===== src/kb_pkg.sv =====
package kb_pkg;

    // scan codes, set 2
    localparam logic [7:0] SC_BREAK  = 8'hF0;
    localparam logic [7:0] SC_EXT    = 8'hE0;
    localparam logic [7:0] SC_LSHIFT = 8'h12;
    localparam logic [7:0] SC_RSHIFT = 8'h59;
    localparam logic [7:0] SC_CTRL   = 8'h14;

    typedef struct packed {
        logic [7:0] scan;
        logic [7:0] ascii;
        logic       shift;
        logic       ctrl;
    } key_event_t;

    // ------------------------------------------------------------------------
    // register map, byte offsets
    // DATA   : [31] valid, [17] ctrl, [16] shift, [15:8] ascii, [7:0] scan
    // STATUS : [7:0] fifo count, [8] overflow, [9] frame error,
    //          [23:16] release count
    // CTRL   : [0] write 1 clears overflow, frame error and release count
    // ------------------------------------------------------------------------
    localparam logic [3:0] REG_DATA   = 4'h0;
    localparam logic [3:0] REG_STATUS = 4'h4;
    localparam logic [3:0] REG_CTRL   = 4'h8;

    localparam logic [1:0] RESP_OKAY   = 2'b00;
    localparam logic [1:0] RESP_SLVERR = 2'b10;

endpackage


===== src/kb_axil_regs.sv =====
module kb_axil_regs #(
    parameter int FIFO_DEPTH = 8
) (
    input  logic               clk,
    input  logic               rst,
    input  logic [3:0]         s_awaddr,
    input  logic               s_awvalid,
    output logic               s_awready,
    input  logic [31:0]        s_wdata,
    input  logic [3:0]         s_wstrb,
    input  logic               s_wvalid,
    output logic               s_wready,
    output logic [1:0]         s_bresp,
    output logic               s_bvalid,
    input  logic               s_bready,
    input  logic [3:0]         s_araddr,
    input  logic               s_arvalid,
    output logic               s_arready,
    output logic [31:0]        s_rdata,
    output logic [1:0]         s_rresp,
    output logic               s_rvalid,
    input  logic               s_rready,
    input  kb_pkg::key_event_t rdata,
    input  logic               empty,
    input  logic [7:0]         count,
    input  logic               overflow,
    input  logic               frame_err,
    input  logic [7:0]         release_cnt,
    output logic               pop,
    output logic               ovf_clr,
    output logic               cnt_clr
);

    logic        wr_hs;
    logic        rd_hs;
    logic        wr_known;
    logic        rd_known;
    logic        ctrl_clr;
    logic        ferr_q;
    logic [31:0] data_word;
    logic [31:0] status_word;
    logic [31:0] rd_word;

    assign wr_hs    = s_awready && s_awvalid && s_wvalid;
    assign rd_hs    = s_arready && s_arvalid;
    assign wr_known = (s_awaddr == kb_pkg::REG_DATA) || (s_awaddr == kb_pkg::REG_STATUS) ||
                      (s_awaddr == kb_pkg::REG_CTRL);
    assign rd_known = (s_araddr == kb_pkg::REG_DATA) || (s_araddr == kb_pkg::REG_STATUS) ||
                      (s_araddr == kb_pkg::REG_CTRL);

    // only bit 0 of CTRL does anything
    assign ctrl_clr = wr_hs && (s_awaddr == kb_pkg::REG_CTRL) && s_wstrb[0] && s_wdata[0];
    assign ovf_clr  = ctrl_clr;
    assign cnt_clr  = ctrl_clr;
    assign pop      = rd_hs && (s_araddr == kb_pkg::REG_DATA) && !empty;

    assign data_word   = empty ? 32'h0 :
                         {1'b1, 13'h0, rdata.ctrl, rdata.shift, rdata.ascii, rdata.scan};
    assign status_word = {8'h0, release_cnt, 6'h0, ferr_q, overflow, count};

    always_comb begin
        case (s_araddr)
            kb_pkg::REG_DATA:   rd_word = data_word;
            kb_pkg::REG_STATUS: rd_word = status_word;
            default:            rd_word = 32'h0; // CTRL reads back zero
        endcase
    end

    // ------------------------------------------------------------------------
    // write channel, AW and W taken together
    // ------------------------------------------------------------------------
    always_ff @(posedge clk or negedge rst) begin
        if (!rst) begin
            s_awready <= 1'b0;
            s_wready  <= 1'b0;
            s_bvalid  <= 1'b0;
        end else begin
            s_awready <= !s_awready && s_awvalid && s_wvalid && !s_bvalid;
            s_wready  <= !s_awready && s_awvalid && s_wvalid && !s_bvalid;
            if (wr_hs) begin
                s_bvalid <= 1'b1;
            end else if (s_bready) begin
                s_bvalid <= 1'b0;
            end
        end
    end

    always_ff @(posedge clk) begin
        if (wr_hs) begin
            s_bresp <= wr_known ? kb_pkg::RESP_OKAY : kb_pkg::RESP_SLVERR;
        end
    end

    // ------------------------------------------------------------------------
    // read channel
    // ------------------------------------------------------------------------
    always_ff @(posedge clk or negedge rst) begin
        if (!rst) begin
            s_arready <= 1'b0;
            s_rvalid  <= 1'b0;
        end else begin
            s_arready <= !s_arready && s_arvalid && !s_rvalid;
            if (rd_hs) begin
                s_rvalid <= 1'b1;
            end else if (s_rready) begin
                s_rvalid <= 1'b0;
            end
        end
    end

    always_ff @(posedge clk) begin
        if (rd_hs) begin
            s_rdata <= rd_word;
            s_rresp <= rd_known ? kb_pkg::RESP_OKAY : kb_pkg::RESP_SLVERR;
        end
    end

    // sticky frame error
    always_ff @(posedge clk or negedge rst) begin
        if (!rst) begin
            ferr_q <= 1'b0;
        end else if (frame_err) begin
            ferr_q <= 1'b1;
        end else if (ctrl_clr) begin
            ferr_q <= 1'b0;
        end
    end

    a_rvalid_hold: assert property (@(posedge clk) disable iff (!rst)
        s_rvalid && !s_rready |=> s_rvalid && $stable(s_rdata));

    a_fifo_count: assert property (@(posedge clk) disable iff (!rst)
        count <= 8'(FIFO_DEPTH));

endmodule


===== src/kb_decoder.sv =====
module kb_decoder (
    input  logic       clk,
    input  logic       rst,
    input  logic [7:0] rx_data,
    input  logic       rx_valid,
    input  logic       cnt_clr,
    output logic       emit,
    output logic [7:0] emit_scan,
    output logic       emit_shift,
    output logic       emit_ctrl,
    output logic [7:0] release_cnt
);

    typedef enum logic {
        ST_MAKE,
        ST_BREAK
    } state_t;

    state_t state;
    logic   is_break;
    logic   is_ext;
    logic   is_shift;
    logic   is_ctrl;

    assign is_break = (rx_data == kb_pkg::SC_BREAK);
    assign is_ext   = (rx_data == kb_pkg::SC_EXT);
    assign is_shift = (rx_data == kb_pkg::SC_LSHIFT) || (rx_data == kb_pkg::SC_RSHIFT);
    assign is_ctrl  = (rx_data == kb_pkg::SC_CTRL);

    // ------------------------------------------------------------------------
    // make / break tracking with modifier state
    // ------------------------------------------------------------------------
    always_ff @(posedge clk or negedge rst) begin
        if (!rst) begin
            state      <= ST_MAKE;
            emit       <= 1'b0;
            emit_shift <= 1'b0;
            emit_ctrl  <= 1'b0;
        end else begin
            emit <= 1'b0;
            if (rx_valid && !is_ext) begin
                if (is_break) begin
                    state <= ST_BREAK;
                end else if (state == ST_BREAK) begin
                    state <= ST_MAKE; // released key, nothing emitted
                    if (is_shift) begin
                        emit_shift <= 1'b0;
                    end
                    if (is_ctrl) begin
                        emit_ctrl <= 1'b0;
                    end
                end else if (is_shift) begin
                    emit_shift <= 1'b1;
                end else if (is_ctrl) begin
                    emit_ctrl <= 1'b1;
                end else begin
                    emit <= 1'b1;
                end
            end
        end
    end

    always_ff @(posedge clk) begin
        if (rx_valid) begin
            emit_scan <= rx_data;
        end
    end

    // one count per F0, wraps
    always_ff @(posedge clk or negedge rst) begin
        if (!rst) begin
            release_cnt <= '0;
        end else if (cnt_clr) begin
            release_cnt <= '0;
        end else if (rx_valid && is_break) begin
            release_cnt <= release_cnt + 8'd1;
        end
    end

    a_emit_after_rx: assert property (@(posedge clk) disable iff (!rst)
        emit |-> $past(rx_valid));

endmodule


===== src/key_fifo.sv =====
module key_fifo #(
    parameter int  DEPTH     = 8,
    parameter type payload_t = kb_pkg::key_event_t
) (
    input  logic       clk,
    input  logic       rst,
    input  logic       push,
    input  payload_t   wdata,
    input  logic       pop,
    input  logic       ovf_clr,
    output payload_t   rdata,
    output logic       empty,
    output logic [7:0] count,
    output logic       overflow
);

    localparam int AW = (DEPTH > 1) ? $clog2(DEPTH) : 1;

    payload_t        mem [DEPTH];
    logic [AW-1:0]   wr_ptr;
    logic [AW-1:0]   rd_ptr;
    logic            full;
    logic            do_push;
    logic            do_pop;

    assign empty   = (count == 8'd0);
    assign full    = (count == 8'(DEPTH));
    assign do_pop  = pop && !empty;
    assign do_push = push && (!full || do_pop); // room freed by a same-cycle pop
    assign rdata   = mem[rd_ptr];

    always_ff @(posedge clk) begin
        if (do_push) begin
            mem[wr_ptr] <= wdata;
        end
    end

    always_ff @(posedge clk or negedge rst) begin
        if (!rst) begin
            wr_ptr   <= '0;
            rd_ptr   <= '0;
            count    <= '0;
            overflow <= 1'b0;
        end else begin
            if (do_push) begin
                wr_ptr <= (wr_ptr == AW'(DEPTH - 1)) ? '0 : wr_ptr + 1'b1;
            end
            if (do_pop) begin
                rd_ptr <= (rd_ptr == AW'(DEPTH - 1)) ? '0 : rd_ptr + 1'b1;
            end
            if (do_push && !do_pop) begin
                count <= count + 8'd1;
            end else if (do_pop && !do_push) begin
                count <= count - 8'd1;
            end
            if (push && !do_push) begin
                overflow <= 1'b1;
            end else if (ovf_clr) begin
                overflow <= 1'b0;
            end
        end
    end

    a_count_max: assert property (@(posedge clk) disable iff (!rst)
        count <= 8'(DEPTH));

endmodule


===== src/ps2_kbd_top.sv =====
module ps2_kbd_top #(
    parameter int FIFO_DEPTH   = 8,
    parameter int IDLE_TIMEOUT = 2000
) (
    input  logic        clk,
    input  logic        rst,
    input  logic        ps2_clk,
    input  logic        ps2_data,
    input  logic [3:0]  s_awaddr,
    input  logic        s_awvalid,
    output logic        s_awready,
    input  logic [31:0] s_wdata,
    input  logic [3:0]  s_wstrb,
    input  logic        s_wvalid,
    output logic        s_wready,
    output logic [1:0]  s_bresp,
    output logic        s_bvalid,
    input  logic        s_bready,
    input  logic [3:0]  s_araddr,
    input  logic        s_arvalid,
    output logic        s_arready,
    output logic [31:0] s_rdata,
    output logic [1:0]  s_rresp,
    output logic        s_rvalid,
    input  logic        s_rready
);

    logic [7:0]         rx_data;
    logic               rx_valid;
    logic               frame_err;
    logic               emit;
    logic [7:0]         emit_scan;
    logic               emit_shift;
    logic               emit_ctrl;
    logic [7:0]         release_cnt;
    logic               cnt_clr;
    logic               ev_valid;
    kb_pkg::key_event_t ev;
    kb_pkg::key_event_t fifo_rdata;
    logic               fifo_empty;
    logic [7:0]         fifo_count;
    logic               fifo_overflow;
    logic               fifo_pop;
    logic               ovf_clr;

    ps2_rx #(
        .IDLE_TIMEOUT(IDLE_TIMEOUT)
    ) u_rx (
        .clk      (clk),
        .rst      (rst),
        .ps2_clk  (ps2_clk),
        .ps2_data (ps2_data),
        .rx_data  (rx_data),
        .rx_valid (rx_valid),
        .frame_err(frame_err)
    );

    kb_decoder u_dec (
        .clk        (clk),
        .rst        (rst),
        .rx_data    (rx_data),
        .rx_valid   (rx_valid),
        .cnt_clr    (cnt_clr),
        .emit       (emit),
        .emit_scan  (emit_scan),
        .emit_shift (emit_shift),
        .emit_ctrl  (emit_ctrl),
        .release_cnt(release_cnt)
    );

    scan_to_ascii u_lut (
        .clk       (clk),
        .rst       (rst),
        .emit      (emit),
        .emit_scan (emit_scan),
        .emit_shift(emit_shift),
        .emit_ctrl (emit_ctrl),
        .ev_valid  (ev_valid),
        .ev        (ev)
    );

    key_fifo #(
        .DEPTH    (FIFO_DEPTH),
        .payload_t(kb_pkg::key_event_t)
    ) u_fifo (
        .clk     (clk),
        .rst     (rst),
        .push    (ev_valid),
        .wdata   (ev),
        .pop     (fifo_pop),
        .ovf_clr (ovf_clr),
        .rdata   (fifo_rdata),
        .empty   (fifo_empty),
        .count   (fifo_count),
        .overflow(fifo_overflow)
    );

    kb_axil_regs #(
        .FIFO_DEPTH(FIFO_DEPTH)
    ) u_regs (
        .clk        (clk),
        .rst        (rst),
        .s_awaddr   (s_awaddr),
        .s_awvalid  (s_awvalid),
        .s_awready  (s_awready),
        .s_wdata    (s_wdata),
        .s_wstrb    (s_wstrb),
        .s_wvalid   (s_wvalid),
        .s_wready   (s_wready),
        .s_bresp    (s_bresp),
        .s_bvalid   (s_bvalid),
        .s_bready   (s_bready),
        .s_araddr   (s_araddr),
        .s_arvalid  (s_arvalid),
        .s_arready  (s_arready),
        .s_rdata    (s_rdata),
        .s_rresp    (s_rresp),
        .s_rvalid   (s_rvalid),
        .s_rready   (s_rready),
        .rdata      (fifo_rdata),
        .empty      (fifo_empty),
        .count      (fifo_count),
        .overflow   (fifo_overflow),
        .frame_err  (frame_err),
        .release_cnt(release_cnt),
        .pop        (fifo_pop),
        .ovf_clr    (ovf_clr),
        .cnt_clr    (cnt_clr)
    );

endmodule


===== src/ps2_rx.sv =====
module ps2_rx #(
    parameter int IDLE_TIMEOUT = 2000
) (
    input  logic       clk,
    input  logic       rst,
    input  logic       ps2_clk,
    input  logic       ps2_data,
    output logic [7:0] rx_data,
    output logic       rx_valid,
    output logic       frame_err
);

    localparam int IW = $clog2(IDLE_TIMEOUT + 1);

    logic [2:0]    clk_sync;
    logic [1:0]    data_sync;
    logic          clk_fall;
    logic          bit_in;
    logic          frame_ok;
    logic          idle_hit;
    logic [3:0]    bit_cnt;   // 0 idle, 1..9 data+parity, 10 stop
    logic [8:0]    shreg;
    logic [IW-1:0] idle_cnt;

    // lines idle high
    always_ff @(posedge clk or negedge rst) begin
        if (!rst) begin
            clk_sync  <= '1;
            data_sync <= '1;
        end else begin
            clk_sync  <= {clk_sync[1:0], ps2_clk};
            data_sync <= {data_sync[0], ps2_data};
        end
    end

    assign clk_fall = clk_sync[2] & ~clk_sync[1];
    assign bit_in   = data_sync[1];
    assign frame_ok = bit_in & (^shreg); // stop high, odd parity
    assign idle_hit = (idle_cnt == IW'(IDLE_TIMEOUT - 1));

    always_ff @(posedge clk or negedge rst) begin
        if (!rst) begin
            bit_cnt   <= '0;
            idle_cnt  <= '0;
            rx_valid  <= 1'b0;
            frame_err <= 1'b0;
        end else begin
            rx_valid  <= 1'b0;
            frame_err <= 1'b0;
            if (clk_fall) begin
                idle_cnt <= '0;
                if (bit_cnt == 4'd0) begin
                    if (!bit_in) begin
                        bit_cnt <= 4'd1; // start bit
                    end
                end else if (bit_cnt == 4'd10) begin
                    bit_cnt   <= '0;
                    rx_valid  <= frame_ok;
                    frame_err <= ~frame_ok;
                end else begin
                    bit_cnt <= bit_cnt + 4'd1;
                end
            end else if (bit_cnt != 4'd0) begin
                if (idle_hit) begin
                    bit_cnt  <= '0; // stalled frame, drop it
                    idle_cnt <= '0;
                end else begin
                    idle_cnt <= idle_cnt + 1'b1;
                end
            end
        end
    end

    // lsb first, parity ends up in bit 8
    always_ff @(posedge clk) begin
        if (clk_fall && bit_cnt != 4'd0 && bit_cnt != 4'd10) begin
            shreg <= {bit_in, shreg[8:1]};
        end
        if (clk_fall && bit_cnt == 4'd10) begin
            rx_data <= shreg[7:0];
        end
    end

    a_rx_excl: assert property (@(posedge clk) disable iff (!rst)
        !(rx_valid && frame_err));

endmodule


===== src/scan_to_ascii.sv =====
module scan_to_ascii (
    input  logic               clk,
    input  logic               rst,
    input  logic               emit,
    input  logic [7:0]         emit_scan,
    input  logic               emit_shift,
    input  logic               emit_ctrl,
    output logic               ev_valid,
    output kb_pkg::key_event_t ev
);

    logic [7:0] base;
    logic [7:0] ascii;

    always_comb begin
        case (emit_scan)
            8'h45: base = 8'h30; // 0
            8'h16: base = 8'h31;
            8'h1E: base = 8'h32;
            8'h26: base = 8'h33;
            8'h25: base = 8'h34;
            8'h2E: base = 8'h35;
            8'h36: base = 8'h36;
            8'h3D: base = 8'h37;
            8'h3E: base = 8'h38;
            8'h46: base = 8'h39;
            8'h1C: base = 8'h61; // a
            8'h32: base = 8'h62;
            8'h21: base = 8'h63;
            8'h23: base = 8'h64;
            8'h24: base = 8'h65;
            8'h2B: base = 8'h66;
            8'h34: base = 8'h67;
            8'h33: base = 8'h68;
            8'h43: base = 8'h69;
            8'h3B: base = 8'h6A;
            8'h42: base = 8'h6B;
            8'h4B: base = 8'h6C;
            8'h3A: base = 8'h6D;
            8'h31: base = 8'h6E;
            8'h44: base = 8'h6F;
            8'h4D: base = 8'h70;
            8'h15: base = 8'h71;
            8'h2D: base = 8'h72;
            8'h1B: base = 8'h73;
            8'h2C: base = 8'h74;
            8'h3C: base = 8'h75;
            8'h2A: base = 8'h76;
            8'h1D: base = 8'h77;
            8'h22: base = 8'h78;
            8'h35: base = 8'h79;
            8'h1A: base = 8'h7A; // z
            default: base = 8'h00;
        endcase
    end

    // shift only touches letters
    assign ascii = (emit_shift && base >= 8'h61) ? base - 8'h20 : base;

    always_ff @(posedge clk or negedge rst) begin
        if (!rst) begin
            ev_valid <= 1'b0;
        end else begin
            ev_valid <= emit;
        end
    end

    always_ff @(posedge clk) begin
        if (emit) begin
            ev.scan  <= emit_scan;
            ev.ascii <= ascii;
            ev.shift <= emit_shift;
            ev.ctrl  <= emit_ctrl;
        end
    end

endmodule


===== config.mk =====
export PLATFORM = sky130hd
export DESIGN_NAME = ps2_kbd_top
export DESIGN_NICKNAME = d
export VERILOG_FILES = /design/src/kb_pkg.sv /design/src/kb_axil_regs.sv /design/src/kb_decoder.sv /design/src/key_fifo.sv /design/src/ps2_kbd_top.sv /design/src/ps2_rx.sv /design/src/scan_to_ascii.sv
export SDC_FILE = /design/constraint.sdc
export NUM_CORES = 1
export LEC_CHECK = 0
export ABC_AREA = 0
export BUFFER_PORTS_ARGS = -buffer_cell sky130_fd_sc_hd__buf_2
export CAP_MARGIN = 25
export CORE_UTILIZATION = 65
export DETAILED_ROUTE_END_ITERATION = 7
export GPL_ROUTABILITY_DRIVEN = 0
export PLACE_DENSITY = 0.92
export SYNTH_ARGS = -nofsm -noshare
export SYNTH_HDL_FRONTEND = slang
export SYNTH_HIERARCHICAL = 1
export SYNTH_SLANG_ARGS = --single-unit

===== constraint.sdc =====
create_clock -name clk -period 11.7 [get_ports clk]
set_input_delay 0 -clock clk [delete_from_list [all_inputs] [get_ports clk]]
set_output_delay 0 -clock clk [all_outputs]
set_load 0.01 [all_outputs]

# Yosys cells after proc, flatten, opt, wreduce, memory -nomap -nowiden
# Memories as Yosys holds them, arrays and structs flattened. A register that Yosys moved wholly into a read port is not among the register bits.
# Index checks and enable logic that the tools add are counted.
# totals
memories,2
ff_bits,134
romBits,896
wordCells,172
inputBits,53
ram_bits,144
# classes
n_bitwise,5
eq_ne,18
n_reduce_logical,57
mux,50
n_addsub,8
n_lt_le_gt_ge,1
# mem_list
memory,depth,width,read_ports,rd_ports_with_merged_regs,wr,line_no,source
(no name shown),128,7,1,1,0,scan_to_ascii.sv:16,case (emit_scan)
u_fifo.mem,8,18,1,0,1,key_fifo.sv:19,payload_t mem [DEPTH];
# ops
cell,n
32-bit one-hot mux with 2 select lines,1
8-bit two-way mux,6
11-bit two-way mux,3
32-bit two-way mux,1
1-bit two-way mux,28
1-bit logical AND,24
4-bit two-way mux,6
2-bit nonzero test,9
"8-bit by 1-bit adder with 8-bit output, second input constant",2
"8-bit by 5-bit == test with 1-bit output, second input constant",2
"8-bit == test, second input constant",2
"4-bit == test, second input constant",3
4-bit zero test,3
"11-bit by 1-bit adder with 11-bit output, second input constant",1
"11-bit == test, second input constant",1
1-bit zero test,9
9-bit XOR reduction,1
"4-bit by 3-bit == test with 1-bit output, second input constant",2
"8-bit by 4-bit == test with 1-bit output, second input constant",1
"8-bit by 7-bit == test with 1-bit output, second input constant",1
"8-bit by 7-bit greater-or-equal comparator with 1-bit output, second input constant",1
8-bit zero test,1
"8-bit by 1-bit subtractor with 8-bit output, second input constant",1
"8-bit by 6-bit subtractor with 8-bit output, second input constant",1
other kinds (16),29

# Logic depth before layout (Yosys ltp)
# logic_depth
ltp_word,10
ltp_mapped,15
depth_no_buf,15

# By module
# The synthesis kept the hierarchy.
# modules_own_cells
module,seq_area_each_um2,area_per_inst_um2,cells_each,n_inst
key_fifo,4699.5,6597.6,313,1
ps2_rx,1067.3,1700.4,127,1
scan_to_ascii,565.5,1496.4,157,1
kb_axil_regs,935.9,1416.4,98,1
kb_decoder,540.5,928.4,71,1

# Worst setup path after synthesis
# OpenSTA, ideal clock, no wires.
# synth_timing
kind,register -> register
from,register u_fifo.count[0]
to,memory u_fifo/mem[2][0] (netlist name) (enable)
stages_incl_launch_ff,9
path_slack_ns,7.936
t_arrival_ns,3.319
n_path_buf,0
setup_ns,0.446
cell_sequence,dfrtp_1 -> nor3_1 -> nand2_1 -> nor2_1 -> nor4b_1 -> inv_1 -> nand4_1 -> nand2_2 -> nor4b_1
# synth_between
elab_chain_cells,8
elab_cells_between_ends,10
classes_between,eq/ne (1); mux (2); reduce/logical (7)
# synth_rtl
item,line_no,source
from (decl),key_fifo.sv:13,"output logic [7:0] count,"
from (signal assigned),key_fifo.sv:52,count <= count + 8'd1;
from (signal assigned),key_fifo.sv:54,count <= count - 8'd1;
8-bit zero test,key_fifo.sv:26,assign empty = (count == 8'd0);
net fifo_empty,ps2_kbd_top.sv:40,logic fifo_empty;
1-bit zero test,kb_axil_regs.sv:55,assign pop = rd_hs && (s_araddr == kb_pkg::REG_DATA) && !empty;
1-bit logical AND,kb_axil_regs.sv:55,
net fifo_pop,ps2_kbd_top.sv:43,logic fifo_pop;
1-bit logical AND,key_fifo.sv:28,assign do_pop = pop && !empty;
1-bit logical OR,key_fifo.sv:29,assign do_push = push && (!full || do_pop);
1-bit logical AND,key_fifo.sv:29,
1-bit two-way mux,key_fifo.sv:33,if (do_push) begin
1-bit two-way mux (not written as such),key_fifo.sv:34,mem[wr_ptr] <= wdata;
to (decl),key_fifo.sv:19,
# The timed path passes the listed nets, and every way through them passes these cells.

# Worst setup path after layout
# layout_timing
from,register u_fifo.count[5]
to,register u_fifo.count[7]
# layout_between
elab_chain_cells,9
elab_cells_between_ends,17
classes_between,add/sub (2); eq/ne (1); mux (2); reduce/logical (12)
# layout_rtl
item,line_no,source
8-bit zero test *,key_fifo.sv:26,
net fifo_empty,ps2_kbd_top.sv:40,
1-bit zero test *,kb_axil_regs.sv:55,
1-bit logical AND *,kb_axil_regs.sv:55,
net fifo_pop,ps2_kbd_top.sv:43,
1-bit logical AND *,key_fifo.sv:28,
1-bit logical OR *,key_fifo.sv:29,
1-bit logical AND *,key_fifo.sv:29,
net u_fifo.do_push,key_fifo.sv:23,logic do_push;
1-bit zero test,key_fifo.sv:53,end else if (do_pop && !do_push) begin
1-bit logical AND,key_fifo.sv:53,
2-bit nonzero test (no line),n/a,
# Mark *: on every way through the listed nets, which the timed path passes. The rest lies on a longest branch. The select of a mux whose other input is x is not followed.
# A chain may end at the register's enable or synchronous reset.

==> results.toml <==
[logic_synthesis]
yosysTopAreaCell = "edfxtp_1"
synth_edf_count = 214
syn_inst = 766
syn_avg_cell_area_sq_um = 15.8
synth_cell_types = 101
yosys_warnings = 6
synth_ff_type = "edfxtp_1"
synth_top_cells_by_area = "edfxtp_1, dfrtp_1, mux4_2"
syn-cell-area_sq_um = 12100
synth-async-reset-ratio_pct = 20.4
synth_top_area_share_pct = 52.9
synthTopCellsByCount = "edfxtp_1, dfrtp_1, nand2_1"
synth.most_common_cell = "edfxtp_1"
synth_seq_cells = 269
yosysSeqAreaShare_pct = 64.3

[sta]
hold_viol = 0
fmax_mhz = 231
max_slew_margin_pct = 30.3
fin_tns_setup_ps = 0
min_period_ps = 4330
fin_worst_skew_ps = 34.2
fin_crit_sh_pct = 37.0
rsz0062_at_grt = "false"
slew_viol_final = 0
timing.hold.ws_ps = 19.6
final-setup-viol-count = 0
worst-slew-pin-transition_ps = 1040

[route]
drt-pass1-iter-count = 8
dr_total_vias = 7639
drt_iter0_markers = 1107
route.detailed.drc = 4
wl_mm = 29.1
wl_per_cell_um = 26.5
viasPerCell = 6.97
ant_nets = 0

[clocking]
cts_made_buffers = 25
cts.path.max_buffers = 3
cts_tree = "built"
clk_latency_ps = 540
ctsHtreeMaxLevel = 1
ctsResizeCount = 0
cts_root_buf = "clkbuf_16"
clk_pin_slew_ps = 70
cts_num_sinks = 269
postCtsSetupBuffers = 0

[worst_hold_path]
hold_end = "u_fifo/rd_ptr[0]"
worst_hold_path.num_cells = 4
min-delay-start = "s_araddr[2]"
hold_path_class = "primary input to flip-flop"

[power_and_ir_drop]
peakVddDrop_mv = 0.136
power.leakage_nw = 4.87
power_density_nw_per_um2 = 144

[final_layout]
nets = 926
nFillCells = 956
multi_input_comb_area_sq_um = 3990
register_area_sq_um = 7810
instances_no_fill = 1096
drive_gt1_share_pct = 23.1
area_growth_pct = 11.7

[die]
rows = 49
dieArea_sq_um = 19200
core_sq_um = 18100
die_h_um = 139
initial_core_util_pct = 66.9
die_w_um = 139
num_io_pins = 94

[setup_path]
critPathArrivalTime_ps = 4770
criticalPathCategory = "flip-flop to flip-flop"
r2r_cells = 15
reg2reg_from = "u_fifo/count[5]"
rrSetupSlack_ps = 7370
worstReg2RegEnd = "u_fifo/count[7]"
worstPathRequired_ps = 12140
critPathMaxFanout = 9
endpoint_kind = "flip-flop"
worstSetupStartpointType = "flip-flop"

[global_route]
grt_pass1_vias = 7543
globalRoute.totalOverflow = 0
grt_first_pass_wirelength_mm = 44.0
grt_max_degree = 56
antenna_found_initial = 2
gr-usage-all-layers_pct = 30.5

[outcome]
violations = "design-rule violations"
status = "complete, but fails checks"

[place]
dp_hpwl_mm = 15.5
portBuffers = 50
dpl.cell_count = 1027

[job]
drv_cap = 0
==> metrics by stage <==
stage / worst slack [ps] / util, % / cell area [sq um] / power (mW)
2_1_floorplan: 7940 / - / 12200 / 1.16
6_report: 7370 / 74.7 / 13600 / 1.96
3_5_place_dp: 8080 / 69.3 / 12600 / 1.19
3_3_place_gp: 8120 / 69.2 / 12600 / 1.18
5_1_grt: 7170 / 74.7 / 13600 / 2.01
4_1_cts: 7800 / 74.6 / 13500 / 1.96
==> layout make-up <==
cell class              count  area share (%)
clock buffers              35            5.04
inverters                  29           0.803
multi-input cells         435            29.4
clock inverters            11           0.590
well taps                 229            2.11
flip-flops and latches    269            57.6
repair buffers             87            4.44
diodes                      1          0.0185
==> sequential cells by signal (all words and copies together), names as in the netlist, 2 cells and up <==
| name | flops |
|---|---|
| u_fifo/count | 8 |
| u_fifo/wr_ptr | 3 |
| u_rx/rx_data | 8 |
| u_rx/data_sync | 2 |
| u_dec/release_cnt | 8 |
| u_fifo/rd_ptr | 3 |
| u_rx/bit_cnt | 4 |
| u_fifo/mem | 144 |
| u_rx/shreg | 9 |
| u_lut/ev | 18 |
| u_rx/idle_cnt | 11 |
| u_regs/s_rdata | 25 |
| u_dec/emit_scan | 8 |
| u_rx/clk_sync | 3 |
==> what timing repair did <==
action                                  CTS  global route
endpoints found under the hold margin    67             0
hold buffers                             20             0
endpoints found under the setup margin    0             0
==> power breakdown <==
part / internal (mW) / leakage (nW) / switching, mW
clock network: 0.430 / 0.379 / 0.347
logic: 0.0520 / 1.90 / 0.0654
registers: 1.05 / 2.59 / 0.0187
total: 1.53 / 4.87 / 0.431
==> cells in the final DEF, fill, tap and decap left out, types with 8 or more instances in the layout <==
| cell type | synthesis | routed |
|---|---|---|
| nor3_1 | 14 | 11 |
| conb_1 | 1 | 9 |
| mux4_1 | 11 | 11 |
| clkbuf_1 | 6 | 8 |
| o31ai_1 | 8 | 8 |
| edfxtp_1 | 214 | 214 |
| o21ai_0 | 16 | 16 |
| a21oi_1 | 17 | 17 |
| nand2_1 | 36 | 36 |
| a32o_1 | 13 | 13 |
| nor2b_1 | 10 | 10 |
| dlygate4sd3_1 | 0 | 20 |
| buf_2 | 11 | 50 |
| nor2_1 | 33 | 33 |
| buf_4 | 13 | 15 |
| nand3_1 | 9 | 9 |
| clkbuf_16 | 0 | 25 |
| and3_1 | 10 | 10 |
| mux2_4 | 18 | 18 |
| inv_1 | 26 | 26 |
| ha_1 | 25 | 25 |
| mux4_2 | 26 | 26 |
| dfrtp_1 | 50 | 49 |
| xnor2_1 | 11 | 11 |
==> logic make-up (layout without fill, tap and decap cells) <==
group | after synthesis | count (layout) | synth area share (%)
simple gates | 186 | 186 | 9.31
other cells | 1 | 10 | 0.0309
flops | 269 | 269 | 64.3
xor+xnor | 18 | 18 | 1.53
fa+ha+maj | 26 | 26 | 2.74
mux | 69 | 69 | 10.7
compound gates | 127 | 127 | 7.98
buf+inv | 70 | 162 | 3.41
==> critical path, stage by stage (launching register included) <==
cell      delay, ps
dfrtp_1         460
nor4_2          500
nand2_1         200
nor2_1          280
nor4b_1         150
inv_1            90
nand4_1         190
nand2_2         260
inv_2           110
ha_1            260
inv_1           290
ha_1            340
a211oi_1        450
o21ai_0         240
o211a_1         170
nor3_1          230
==> metal layers <==
metal	share of wire (%)	vias up	track usage, %
li1	-	3166	-
met4	5.9	2	16.1
met1	36	3736	38.2
met5	0.048	-	0
met3	8.5	164	5.46
met2	49	571	51.5
==> worst max-delay path by stage <==
| stage | cells past startpoint | startpoint | to |
|---|---|---|---|
| finish | 15 | u_fifo/count[5] | u_fifo/count[7] |
| detailed placement | 15 | u_fifo/count[5] | u_fifo/count[5] |
| CTS | 15 | u_fifo/count[5] | u_fifo/count[5] |
| floorplan | 8 | u_fifo/count[0] | u_fifo/mem[2][0] |
| global route | 15 | u_fifo/count[5] | u_fifo/count[7] |
| global placement | 15 | u_fifo/count[5] | u_fifo/count[5] |
No activity file was read; power rests on OpenSTA's default activity.
